### src/design/ooo_issue_pkg.sv
package ooo_issue_pkg;

  // operand and result width
  localparam int xlen = 32;
  // register index width, x0 is hardwired zero
  localparam int reg_addr_w = 5;

  // defaults for the top level parameters
  localparam int default_num_units    = 3;
  localparam int default_rob_depth    = 8;
  localparam int default_exec_latency = 3;

  // operation performed by an execution unit
  typedef enum logic [1:0] {
    op_add = 2'd0,
    op_sub = 2'd1,
    op_xor = 2'd2,
    op_sll = 2'd3
  } alu_op_t;

  // unit index width, at least one bit even for a single unit
  function automatic int unit_idx_w(int n);
    return (n > 1) ? $clog2(n) : 1;
  endfunction

  // completion buffer tag width
  function automatic int tag_w(int depth);
    return (depth > 1) ? $clog2(depth) : 1;
  endfunction

  // result of one operation, sll shifts by the low five bits of b
  function automatic logic [xlen-1:0] alu_result(alu_op_t op, logic [xlen-1:0] a,
                                                 logic [xlen-1:0] b);
    case (op)
      op_add:  return a + b;
      op_sub:  return a - b;
      op_xor:  return a ^ b;
      default: return a << b[4:0];
    endcase
  endfunction

endpackage
### src/design/ooo_issue_top.sv
`timescale 1ns/1ps

module ooo_issue_top import ooo_issue_pkg::*; #(
  parameter int num_units    = default_num_units,
  parameter int rob_depth    = default_rob_depth,
  parameter int exec_latency = default_exec_latency
) (
  input  logic                             clk,
  input  logic                             reset,
  // decoded instruction, held while stall is high
  input  logic                             in_valid,
  input  logic [unit_idx_w(num_units)-1:0] in_unit,
  input  alu_op_t                          in_op,
  input  logic [reg_addr_w-1:0]            in_rd,
  input  logic [reg_addr_w-1:0]            in_rs1,
  input  logic [reg_addr_w-1:0]            in_rs2,
  input  logic                             in_use_rs1,
  input  logic                             in_use_rs2,
  input  logic                             in_wen,
  input  logic                             in_store,
  input  logic                             in_fault,
  input  logic [xlen-1:0]                  in_pc,
  input  logic [xlen-1:0]                  in_a,
  input  logic [xlen-1:0]                  in_b,
  output logic                             stall,
  // retirement
  output logic                             commit_valid,
  output logic [reg_addr_w-1:0]            commit_rd,
  output logic                             commit_wen,
  output logic [xlen-1:0]                  commit_data,
  output logic                             exception,
  output logic [xlen-1:0]                  epc
);

  localparam int tw = tag_w(rob_depth);

  logic                 issue;
  logic                 flush;
  logic                 rs1_busy;
  logic                 rs2_busy;
  logic                 rd_busy;
  logic                 rob_full;
  logic                 rob_empty;
  logic [tw-1:0]        alloc_tag;
  logic [num_units-1:0] unit_busy;
  logic [num_units-1:0] unit_start;
  logic [num_units-1:0] wb_valid;
  logic [tw-1:0]        wb_tag  [num_units];
  logic [xlen-1:0]      wb_data [num_units];

  ooo_hazard_unit #(
    .num_units (num_units)
  ) i_ooo_hazard_unit (
    .in_valid   (in_valid),
    .in_unit    (in_unit),
    .in_use_rs1 (in_use_rs1),
    .in_use_rs2 (in_use_rs2),
    .in_wen     (in_wen),
    .in_store   (in_store),
    .in_fault   (in_fault),
    .rs1_busy   (rs1_busy),
    .rs2_busy   (rs2_busy),
    .rd_busy    (rd_busy),
    .unit_busy  (unit_busy),
    .rob_full   (rob_full),
    .rob_empty  (rob_empty),
    .flush      (flush),
    .stall      (stall),
    .issue      (issue),
    .unit_start (unit_start)
  );

  busy_scoreboard i_busy_scoreboard (
    .clk          (clk),
    .reset        (reset),
    .issue        (issue),
    .in_rd        (in_rd),
    .in_wen       (in_wen),
    .in_rs1       (in_rs1),
    .in_rs2       (in_rs2),
    .commit_valid (commit_valid),
    .commit_rd    (commit_rd),
    .commit_wen   (commit_wen),
    .flush        (flush),
    .rs1_busy     (rs1_busy),
    .rs2_busy     (rs2_busy),
    .rd_busy      (rd_busy)
  );

  // identical units, each tagged with the entry allocated at its start
  for (genvar i = 0; i < num_units; i++) begin : g_unit
    exec_unit #(
      .exec_latency (exec_latency),
      .rob_depth    (rob_depth)
    ) i_exec_unit (
      .clk      (clk),
      .reset    (reset),
      .start    (unit_start[i]),
      .tag      (alloc_tag),
      .op       (in_op),
      .a        (in_a),
      .b        (in_b),
      .flush    (flush),
      .busy     (unit_busy[i]),
      .wb_valid (wb_valid[i]),
      .wb_tag   (wb_tag[i]),
      .wb_data  (wb_data[i])
    );
  end

  completion_buffer #(
    .num_units (num_units),
    .rob_depth (rob_depth)
  ) i_completion_buffer (
    .clk          (clk),
    .reset        (reset),
    .alloc        (issue),
    .alloc_fault  (in_fault),
    .alloc_pc     (in_pc),
    .alloc_rd     (in_rd),
    .alloc_wen    (in_wen),
    .alloc_tag    (alloc_tag),
    .rob_full     (rob_full),
    .rob_empty    (rob_empty),
    .wb_valid     (wb_valid),
    .wb_tag       (wb_tag),
    .wb_data      (wb_data),
    .commit_valid (commit_valid),
    .commit_rd    (commit_rd),
    .commit_wen   (commit_wen),
    .commit_data  (commit_data),
    .exception    (exception),
    .epc          (epc),
    .flush        (flush)
  );

endmodule

### src/design/completion_buffer.sv
`timescale 1ns/1ps

module completion_buffer import ooo_issue_pkg::*; #(
  parameter int num_units = default_num_units,
  parameter int rob_depth = default_rob_depth
) (
  input  logic                        clk,
  input  logic                        reset,
  // allocation from the hazard unit
  input  logic                        alloc,
  input  logic                        alloc_fault,
  input  logic [xlen-1:0]             alloc_pc,
  input  logic [reg_addr_w-1:0]       alloc_rd,
  input  logic                        alloc_wen,
  output logic [tag_w(rob_depth)-1:0] alloc_tag,
  output logic                        rob_full,
  output logic                        rob_empty,
  // one writeback port per execution unit
  input  logic [num_units-1:0]        wb_valid,
  input  logic [tag_w(rob_depth)-1:0] wb_tag [num_units],
  input  logic [xlen-1:0]             wb_data [num_units],
  // in-order retirement
  output logic                        commit_valid,
  output logic [reg_addr_w-1:0]       commit_rd,
  output logic                        commit_wen,
  output logic [xlen-1:0]             commit_data,
  output logic                        exception,
  output logic [xlen-1:0]             epc,
  output logic                        flush
);

  localparam int tw    = tag_w(rob_depth);
  localparam int cnt_w = tw + 1;

  // pointers wrap on their own since the depth is a power of two
  logic [tw-1:0]    head_q;
  logic [tw-1:0]    tail_q;
  logic [cnt_w-1:0] count_q;
  logic [rob_depth-1:0] done_q;

  // entry payload
  logic                  fault_q [rob_depth];
  logic [xlen-1:0]       pc_q    [rob_depth];
  logic [reg_addr_w-1:0] rd_q    [rob_depth];
  logic                  wen_q   [rob_depth];
  logic [xlen-1:0]       data_q  [rob_depth];

  logic head_done;
  logic retire;

  assign alloc_tag = tail_q;
  assign rob_full  = (count_q == cnt_w'(rob_depth));
  assign rob_empty = (count_q == '0);

  // head is complete and may leave at the next edge
  assign head_done = ~rob_empty & done_q[head_q];
  assign retire    = head_done;

  assign commit_valid = head_done & ~fault_q[head_q];
  assign commit_rd    = rd_q[head_q];
  assign commit_wen   = wen_q[head_q];
  assign commit_data  = data_q[head_q];

  // a faulting head turns into the flush, no commit for it
  assign exception = head_done & fault_q[head_q];
  assign epc       = pc_q[head_q];
  assign flush     = exception;

  always_ff @(posedge clk) begin
    if (reset) begin
      head_q  <= '0;
      tail_q  <= '0;
      count_q <= '0;
      done_q  <= '0;
    end else if (flush) begin
      // drop the faulting entry and everything younger
      head_q  <= '0;
      tail_q  <= '0;
      count_q <= '0;
      done_q  <= '0;
    end else begin
      // several units may finish in the same cycle
      for (int u = 0; u < num_units; u++) begin
        if (wb_valid[u]) begin
          done_q[wb_tag[u]] <= 1'b1;
        end
      end
      if (retire) begin
        done_q[head_q] <= 1'b0;
        head_q         <= head_q + 1'b1;
      end
      // faults arrive already done
      if (alloc) begin
        done_q[tail_q] <= alloc_fault;
        tail_q         <= tail_q + 1'b1;
      end
      count_q <= count_q + cnt_w'(alloc) - cnt_w'(retire);
    end
  end

  always_ff @(posedge clk) begin
    for (int u = 0; u < num_units; u++) begin
      if (wb_valid[u]) begin
        data_q[wb_tag[u]] <= wb_data[u];
      end
    end
    if (alloc) begin
      fault_q[tail_q] <= alloc_fault;
      pc_q[tail_q]    <= alloc_pc;
      rd_q[tail_q]    <= alloc_rd;
      wen_q[tail_q]   <= alloc_wen;
    end
  end

endmodule

### src/design/exec_unit.sv
`timescale 1ns/1ps

module exec_unit import ooo_issue_pkg::*; #(
  parameter int exec_latency = default_exec_latency,
  parameter int rob_depth    = default_rob_depth
) (
  input  logic                        clk,
  input  logic                        reset,
  input  logic                        start,
  input  logic [tag_w(rob_depth)-1:0] tag,
  input  alu_op_t                     op,
  input  logic [xlen-1:0]             a,
  input  logic [xlen-1:0]             b,
  input  logic                        flush,
  output logic                        busy,
  output logic                        wb_valid,
  output logic [tag_w(rob_depth)-1:0] wb_tag,
  output logic [xlen-1:0]             wb_data
);

  // counts down from latency-1 to zero
  localparam int cnt_w = (exec_latency > 1) ? $clog2(exec_latency) : 1;

  logic [cnt_w-1:0] count_q;
  alu_op_t          op_q;
  logic [xlen-1:0]  a_q;
  logic [xlen-1:0]  b_q;

  always_ff @(posedge clk) begin
    if (reset) begin
      busy     <= 1'b0;
      wb_valid <= 1'b0;
      count_q  <= '0;
    end else if (flush) begin
      // abort without writing back
      busy     <= 1'b0;
      wb_valid <= 1'b0;
    end else begin
      // writeback is a single-cycle pulse
      wb_valid <= 1'b0;
      if (start) begin
        busy    <= 1'b1;
        count_q <= cnt_w'(exec_latency - 1);
      end else if (busy) begin
        if (count_q == '0) begin
          busy     <= 1'b0;
          wb_valid <= 1'b1;
        end else begin
          count_q <= count_q - 1'b1;
        end
      end
    end
  end

  // operand latches and result, loaded at start and at expiry
  always_ff @(posedge clk) begin
    if (start) begin
      op_q   <= op;
      a_q    <= a;
      b_q    <= b;
      wb_tag <= tag;
    end
    if (busy && count_q == '0) begin
      wb_data <= alu_result(op_q, a_q, b_q);
    end
  end

endmodule

### src/design/busy_scoreboard.sv
`timescale 1ns/1ps

module busy_scoreboard import ooo_issue_pkg::*; (
  input  logic                  clk,
  input  logic                  reset,
  input  logic                  issue,
  input  logic [reg_addr_w-1:0] in_rd,
  input  logic                  in_wen,
  input  logic [reg_addr_w-1:0] in_rs1,
  input  logic [reg_addr_w-1:0] in_rs2,
  input  logic                  commit_valid,
  input  logic [reg_addr_w-1:0] commit_rd,
  input  logic                  commit_wen,
  input  logic                  flush,
  output logic                  rs1_busy,
  output logic                  rs2_busy,
  output logic                  rd_busy
);

  localparam int num_regs = 2 ** reg_addr_w;

  // one pending-write bit per register, x0 has none
  logic [num_regs-1:1] busy_q;

  logic set_en;
  logic clr_en;

  // x0 writes are dropped by the register file anyway
  assign set_en = issue & in_wen & (in_rd != '0);
  assign clr_en = commit_valid & commit_wen & (commit_rd != '0);

  always_ff @(posedge clk) begin
    if (reset) begin
      busy_q <= '0;
    end else if (flush) begin
      // everything in flight is discarded
      busy_q <= '0;
    end else begin
      // a busy rd stalls issue, so set and clear never hit the same register
      if (clr_en) begin
        busy_q[commit_rd] <= 1'b0;
      end
      if (set_en) begin
        busy_q[in_rd] <= 1'b1;
      end
    end
  end

  // combinational lookups for the held instruction
  assign rs1_busy = (in_rs1 != '0) ? busy_q[in_rs1] : 1'b0;
  assign rs2_busy = (in_rs2 != '0) ? busy_q[in_rs2] : 1'b0;
  assign rd_busy  = (in_rd  != '0) ? busy_q[in_rd]  : 1'b0;

endmodule

### src/design/ooo_hazard_unit.sv
`timescale 1ns/1ps

module ooo_hazard_unit import ooo_issue_pkg::*; #(
  parameter int num_units = default_num_units
) (
  input  logic                             in_valid,
  input  logic [unit_idx_w(num_units)-1:0] in_unit,
  input  logic                             in_use_rs1,
  input  logic                             in_use_rs2,
  input  logic                             in_wen,
  input  logic                             in_store,
  input  logic                             in_fault,
  input  logic                             rs1_busy,
  input  logic                             rs2_busy,
  input  logic                             rd_busy,
  input  logic [num_units-1:0]             unit_busy,
  input  logic                             rob_full,
  input  logic                             rob_empty,
  input  logic                             flush,
  output logic                             stall,
  output logic                             issue,
  output logic [num_units-1:0]             unit_start
);

  localparam int uw = unit_idx_w(num_units);

  logic data_hazard;
  logic structural_hazard;
  logic store_hazard;
  logic src_hazard;
  logic dst_hazard;

  // RAW, only sources the instruction actually reads
  assign src_hazard = (rs1_busy & in_use_rs1) | (rs2_busy & in_use_rs2);
  // WAW, only when the instruction writes its rd
  assign dst_hazard = rd_busy & in_wen;
  assign data_hazard = src_hazard | dst_hazard;

  // target unit still running an earlier op
  always_comb begin
    structural_hazard = 1'b0;
    for (int i = 0; i < num_units; i++) begin
      if (in_unit == uw'(i)) begin
        structural_hazard = unit_busy[i];
      end
    end
  end

  // stores serialize: wait until every older instruction has left the buffer
  assign store_hazard = in_store & ~rob_empty;

  // a fault never occupies a unit, so a busy unit does not hold it back
  assign stall = in_valid & (data_hazard
                           | (structural_hazard & ~in_fault)
                           | rob_full
                           | store_hazard
                           | flush);

  assign issue = in_valid & ~stall;

  // one-hot start, faults are allocated already complete
  always_comb begin
    unit_start = '0;
    for (int i = 0; i < num_units; i++) begin
      if (in_unit == uw'(i)) begin
        unit_start[i] = issue & ~in_fault;
      end
    end
  end

endmodule

### config.mk
export PLATFORM = sky130hd
export DESIGN_NAME = ooo_issue_top
export DESIGN_NICKNAME = d
export VERILOG_FILES = /design/src/design/ooo_issue_pkg.sv /design/src/design/ooo_issue_top.sv /design/src/design/completion_buffer.sv /design/src/design/exec_unit.sv /design/src/design/busy_scoreboard.sv /design/src/design/ooo_hazard_unit.sv
export SDC_FILE = /design/constraint.sdc
export NUM_CORES = 2
export LEC_CHECK = 0
export ABC_AREA = 1
export BUFFER_PORTS_ARGS = -buffer_cell sky130_fd_sc_hd__buf_2
export CAP_MARGIN = 20
export CORE_MARGIN = 3
export CORE_UTILIZATION = 40
export DETAILED_ROUTE_END_ITERATION = 7
export PLACE_DENSITY = 0.52
export REMOVE_ABC_BUFFERS = 1
export SKIP_CTS_REPAIR_TIMING = 1
export SLEW_MARGIN = 20
export SYNTH_ARGS = -nofsm -noshare
export SYNTH_HDL_FRONTEND = slang
export SYNTH_SLANG_ARGS = --single-unit
### constraint.sdc
create_clock -name clk -period 13.6 [get_ports clk]
set_input_delay 0.68 -clock clk [delete_from_list [all_inputs] [get_ports clk]]
set_output_delay 0.68 -clock clk [all_outputs]
set_load 0.05 [all_outputs]
==> results.ini <==
[run_status]
status = finished clean

[cts]
clk_latency_ps = 760
numCtsBuffers = 107
clkSinkCount = 935
h-tree-depth = 3
cts_buffer_depth = 3
cts_tree = yes
root_buffer = clkbuf_16
clk_pin_slew_worst_paths_ps = 60

[setup_path]
slowest_delay_ps = 800
path_buf_inv = 5
reg2reg_to = g_unit[0].i_exec_unit.wb_data[28]$_DFFE_PP_
crit_type = register to output port
crit_top_cell = buf_4
worst_setup_path_end_kind = output port
worst-r2r-cell-count = 20
cp_max_fo = 70
critical_path_arrival_ps = 4910
crit_family = buffers and inverters
r2r_setup_slack_ps = 8100
critical-path-slowest-cell = buf_4
regToRegStartpoint = g_unit[0].i_exec_unit.b_q[2]$_DFFE_PP_
critPathRequiredTime_ps = 12920
path_cells = buf_4 -> inv_4 -> buf_4 -> buf_4 -> o21ai_0 -> o22ai_1 -> nor2_1 -> a31oi_1 -> buf_2
critPathLaunchType = register

[place]
place.port_buffers = 195
place_congestion = 1.01
dp_hpwl_um = 137000
post_dp_cell_area_um2 = 55800

[yosys]
synthSimpleGateAreaFrac_pct = 15.9
ys.flop_type = edfxtp_1
synth_compound_area_share_pct = 21.3
synth_common_cells = 990 x o21ai_0, 927 x nand2_1, 871 x edfxtp_1, 775 x nor2_1, 649 x a21oi_1
synthXorXnorAreaFrac_pct = 1.96
syn_area_um2 = 53300
synthCells = 6191
yosys-top-cells-area = edfxtp_1 49%, o21ai_0 9.3%, nand2_1 6.5%
synthArstFlopShare_pct = 0
synthAdderAreaFrac_pct = 2.73
ys_seq_area_share_pct = 51.5
synth.ff_latch_count = 935
synthMostInstantiatedCell = o21ai_0
synth_top_area_cell = edfxtp_1
muxShareOfSynthArea_pct = 0.545
synth_top_area_share_pct = 49.1
synth_top_family_by_area = compound AO/OA/AOI/OAI gates
synth_warnings = 0
synth_edf_count = 871
synth_cell_types = 61
syn_avg_cell_area_um2 = 8.61

[pwr]
p_leak_uw = 0.0221
irDropWorstVdd_mv = 0.109
power_density_nw_per_um2 = 126
finalPower_uw = 7490

[floorplan]
row_count = 133
ios = 196
dieWidth_um = 371
start_util_pct = 40.4
die_y_um = 371
die_area_um2 = 138000
coreArea_um2 = 132000

[sta]
slew_viol_final = 0
relSlewSlack_pct = 26.8
rsz0062_at_grt = false
fin_crit_ps = 5590
achievable-frequency_mhz = 179
fin_crit_sh_pct = 41.1
setup-tns-final_ps = 0
finalHoldViolations = 0
worst_slew_pin_slew_ps = 1100
fin_worst_skew_ps = 58.5
setup_violations = 0

[final_layout]
post-route-util_pct = 45.0
multi_input_area_um2 = 22800
final_nets = 6448
syn_to_final_growth_pct = 11.4
fill_cells = 12900
drive_above_1_share_pct = 8.27
regArea_um2 = 27400
final_area_um2 = 59400

[detailed_routing]
vias = 46100
drtIter0Drc = 4692
wire_per_inst_um = 24.8
avgViaCountPerCell = 5.72
wl_um = 200000
drt-pass1-iter-count = 6
drc = 0
ant_nets = 0

[grt]
grt_max_degree = 185
grt_util_all_layers_pct = 28.5
grt_pass1_wl_um = 291000
grt_remaining_overflow = 0
antenna_found_initial = 5
grt_pass1_vias = 43000

[worst_hold_path]
hold_class = input pin to register
hold_start = in_op[1]
hold_depth = 1
whs_endpoint = g_unit[1].i_exec_unit.op_q[1]$_DFFE_PP_

[run]
drv_cap = 0

[through the flow]
step / hold slack, ps / setup WS, ps / std cells
after floorplan: 451 / 1570 / 5831
after global placement: 474 / 8330 / 7857
after detailed placement: 476 / 8300 / 7857
after CTS: 119 / 7880 / 8054
after global routing: 139 / 7520 / 8054
final: 175 / 8010 / 8058
[layout make-up]
| type | count | area share, % |
|---|---|---|
| Sequential cell | 935 | 46.2 |
| Clock inverter | 72 | 1.38 |
| Tap cell | 1755 | 3.70 |
| Clock buffer | 125 | 4.69 |
| Multi-Input combinational cell | 4417 | 38.3 |
| Timing Repair Buffer | 271 | 2.62 |
| Antenna cell | 4 | 0.0168 |
| Inverter | 479 | 3.05 |
[worst max path at each step]
| stage | cells after the start | slack (ps) | endpoint | startpoint |
|---|---|---|---|---|
| finish | 9 | 8010 | commit_data[13] | register |
| global placement | 20 | 8330 | g_unit[0].i_exec_unit.wb_data[28]$_DFFE_PP_ | g_unit[0].i_exec_unit.b_q[2]$_DFFE_PP_ |
| global route | 20 | 7520 | g_unit[0].i_exec_unit.wb_data[28]$_DFFE_PP_ | g_unit[0].i_exec_unit.b_q[2]$_DFFE_PP_ |
| floorplan | 12 | 1570 | i_completion_buffer.fault_q[7]$_DFFE_PP_ | register |
| detailed placement | 20 | 8300 | g_unit[0].i_exec_unit.wb_data[28]$_DFFE_PP_ | g_unit[0].i_exec_unit.b_q[2]$_DFFE_PP_ |
| CTS | 9 | 7880 | commit_data[13] | register |
[worst reg2reg max path, delay by kind of cell (launching register included)]
| family | cells | cell delay (ps) |
|---|---|---|
| flops | 1 | 370 |
| compound gates | 2 | 540 |
| buf+inv | 3 | 1060 |
| xor+xnor | 1 | 200 |
| simple gates | 13 | 2660 |
| fa+ha+maj | 1 | 360 |
[per-layer routing]
layer,track usage [%],routed length (µm)
met1,38.4,86000
met2,45.9,91400
met3,4.46,13700
met5,0,31
met4,11.2,8890
[cells in the final DEF, fill, tap and decap left out, drive strengths merged, types with 5 or more instances in the layout]
master	synthesis	final
nand3b	35	35
clkinv	9	64
a21o	18	18
o311ai	6	6
bufinv	0	12
o22ai	80	80
a221oi	7	7
o211ai	146	146
nand4	16	16
o31ai	5	5
nor3	50	50
a21oi	650	650
a31oi	98	98
nor4	21	21
xnor2	34	34
edfxtp	871	871
nand3	200	200
dfxtp	64	64
nor2	779	779
o221ai	19	19
o21ai	1000	1000
o21a	17	17
buf	73	271
xor2	85	85
mux2i	29	29
or2	36	36
ha	110	110
o21bai	14	14
inv	470	473
clkbuf	287	125
nand2	931	931
[sequential cells by signal, summed over array words and instances, names as in the netlist, named ones only]
register / cells
g_unit.i_exec_unit.a_q: 96
g_unit.i_exec_unit.b_q: 96
g_unit.i_exec_unit.busy: 3
g_unit.i_exec_unit.count_q: 6
g_unit.i_exec_unit.op_q: 6
g_unit.i_exec_unit.wb_data: 96
g_unit.i_exec_unit.wb_tag: 9
g_unit.i_exec_unit.wb_valid: 3
i_busy_scoreboard.busy_q: 31
i_completion_buffer.alloc_tag: 3
i_completion_buffer.count_q: 4
i_completion_buffer.data_q: 256
i_completion_buffer.done_q: 8
i_completion_buffer.fault_q: 8
i_completion_buffer.head_q: 3
i_completion_buffer.pc_q: 256
i_completion_buffer.rd_q: 40
i_completion_buffer.wen_q: 8
[kinds of logic after synthesis]
family | after synthesis
XOR/XNOR | 119
adder cells (fa/ha/maj) | 114
AO/OA/AOI/OAI | 2082
multiplexers | 29
AND/OR/NAND/NOR | 2073
buffers and inverters | 839
flip-flops | 935
[power by group]
part           internal (µW)  switching [µW]  total, µW
combinational            310             925       1240
sequential              3230            72.5       3300
clock                   1700            1240       2950
total                   5250            2240       7490
Note: power is estimated with default switching activity, not from simulation.
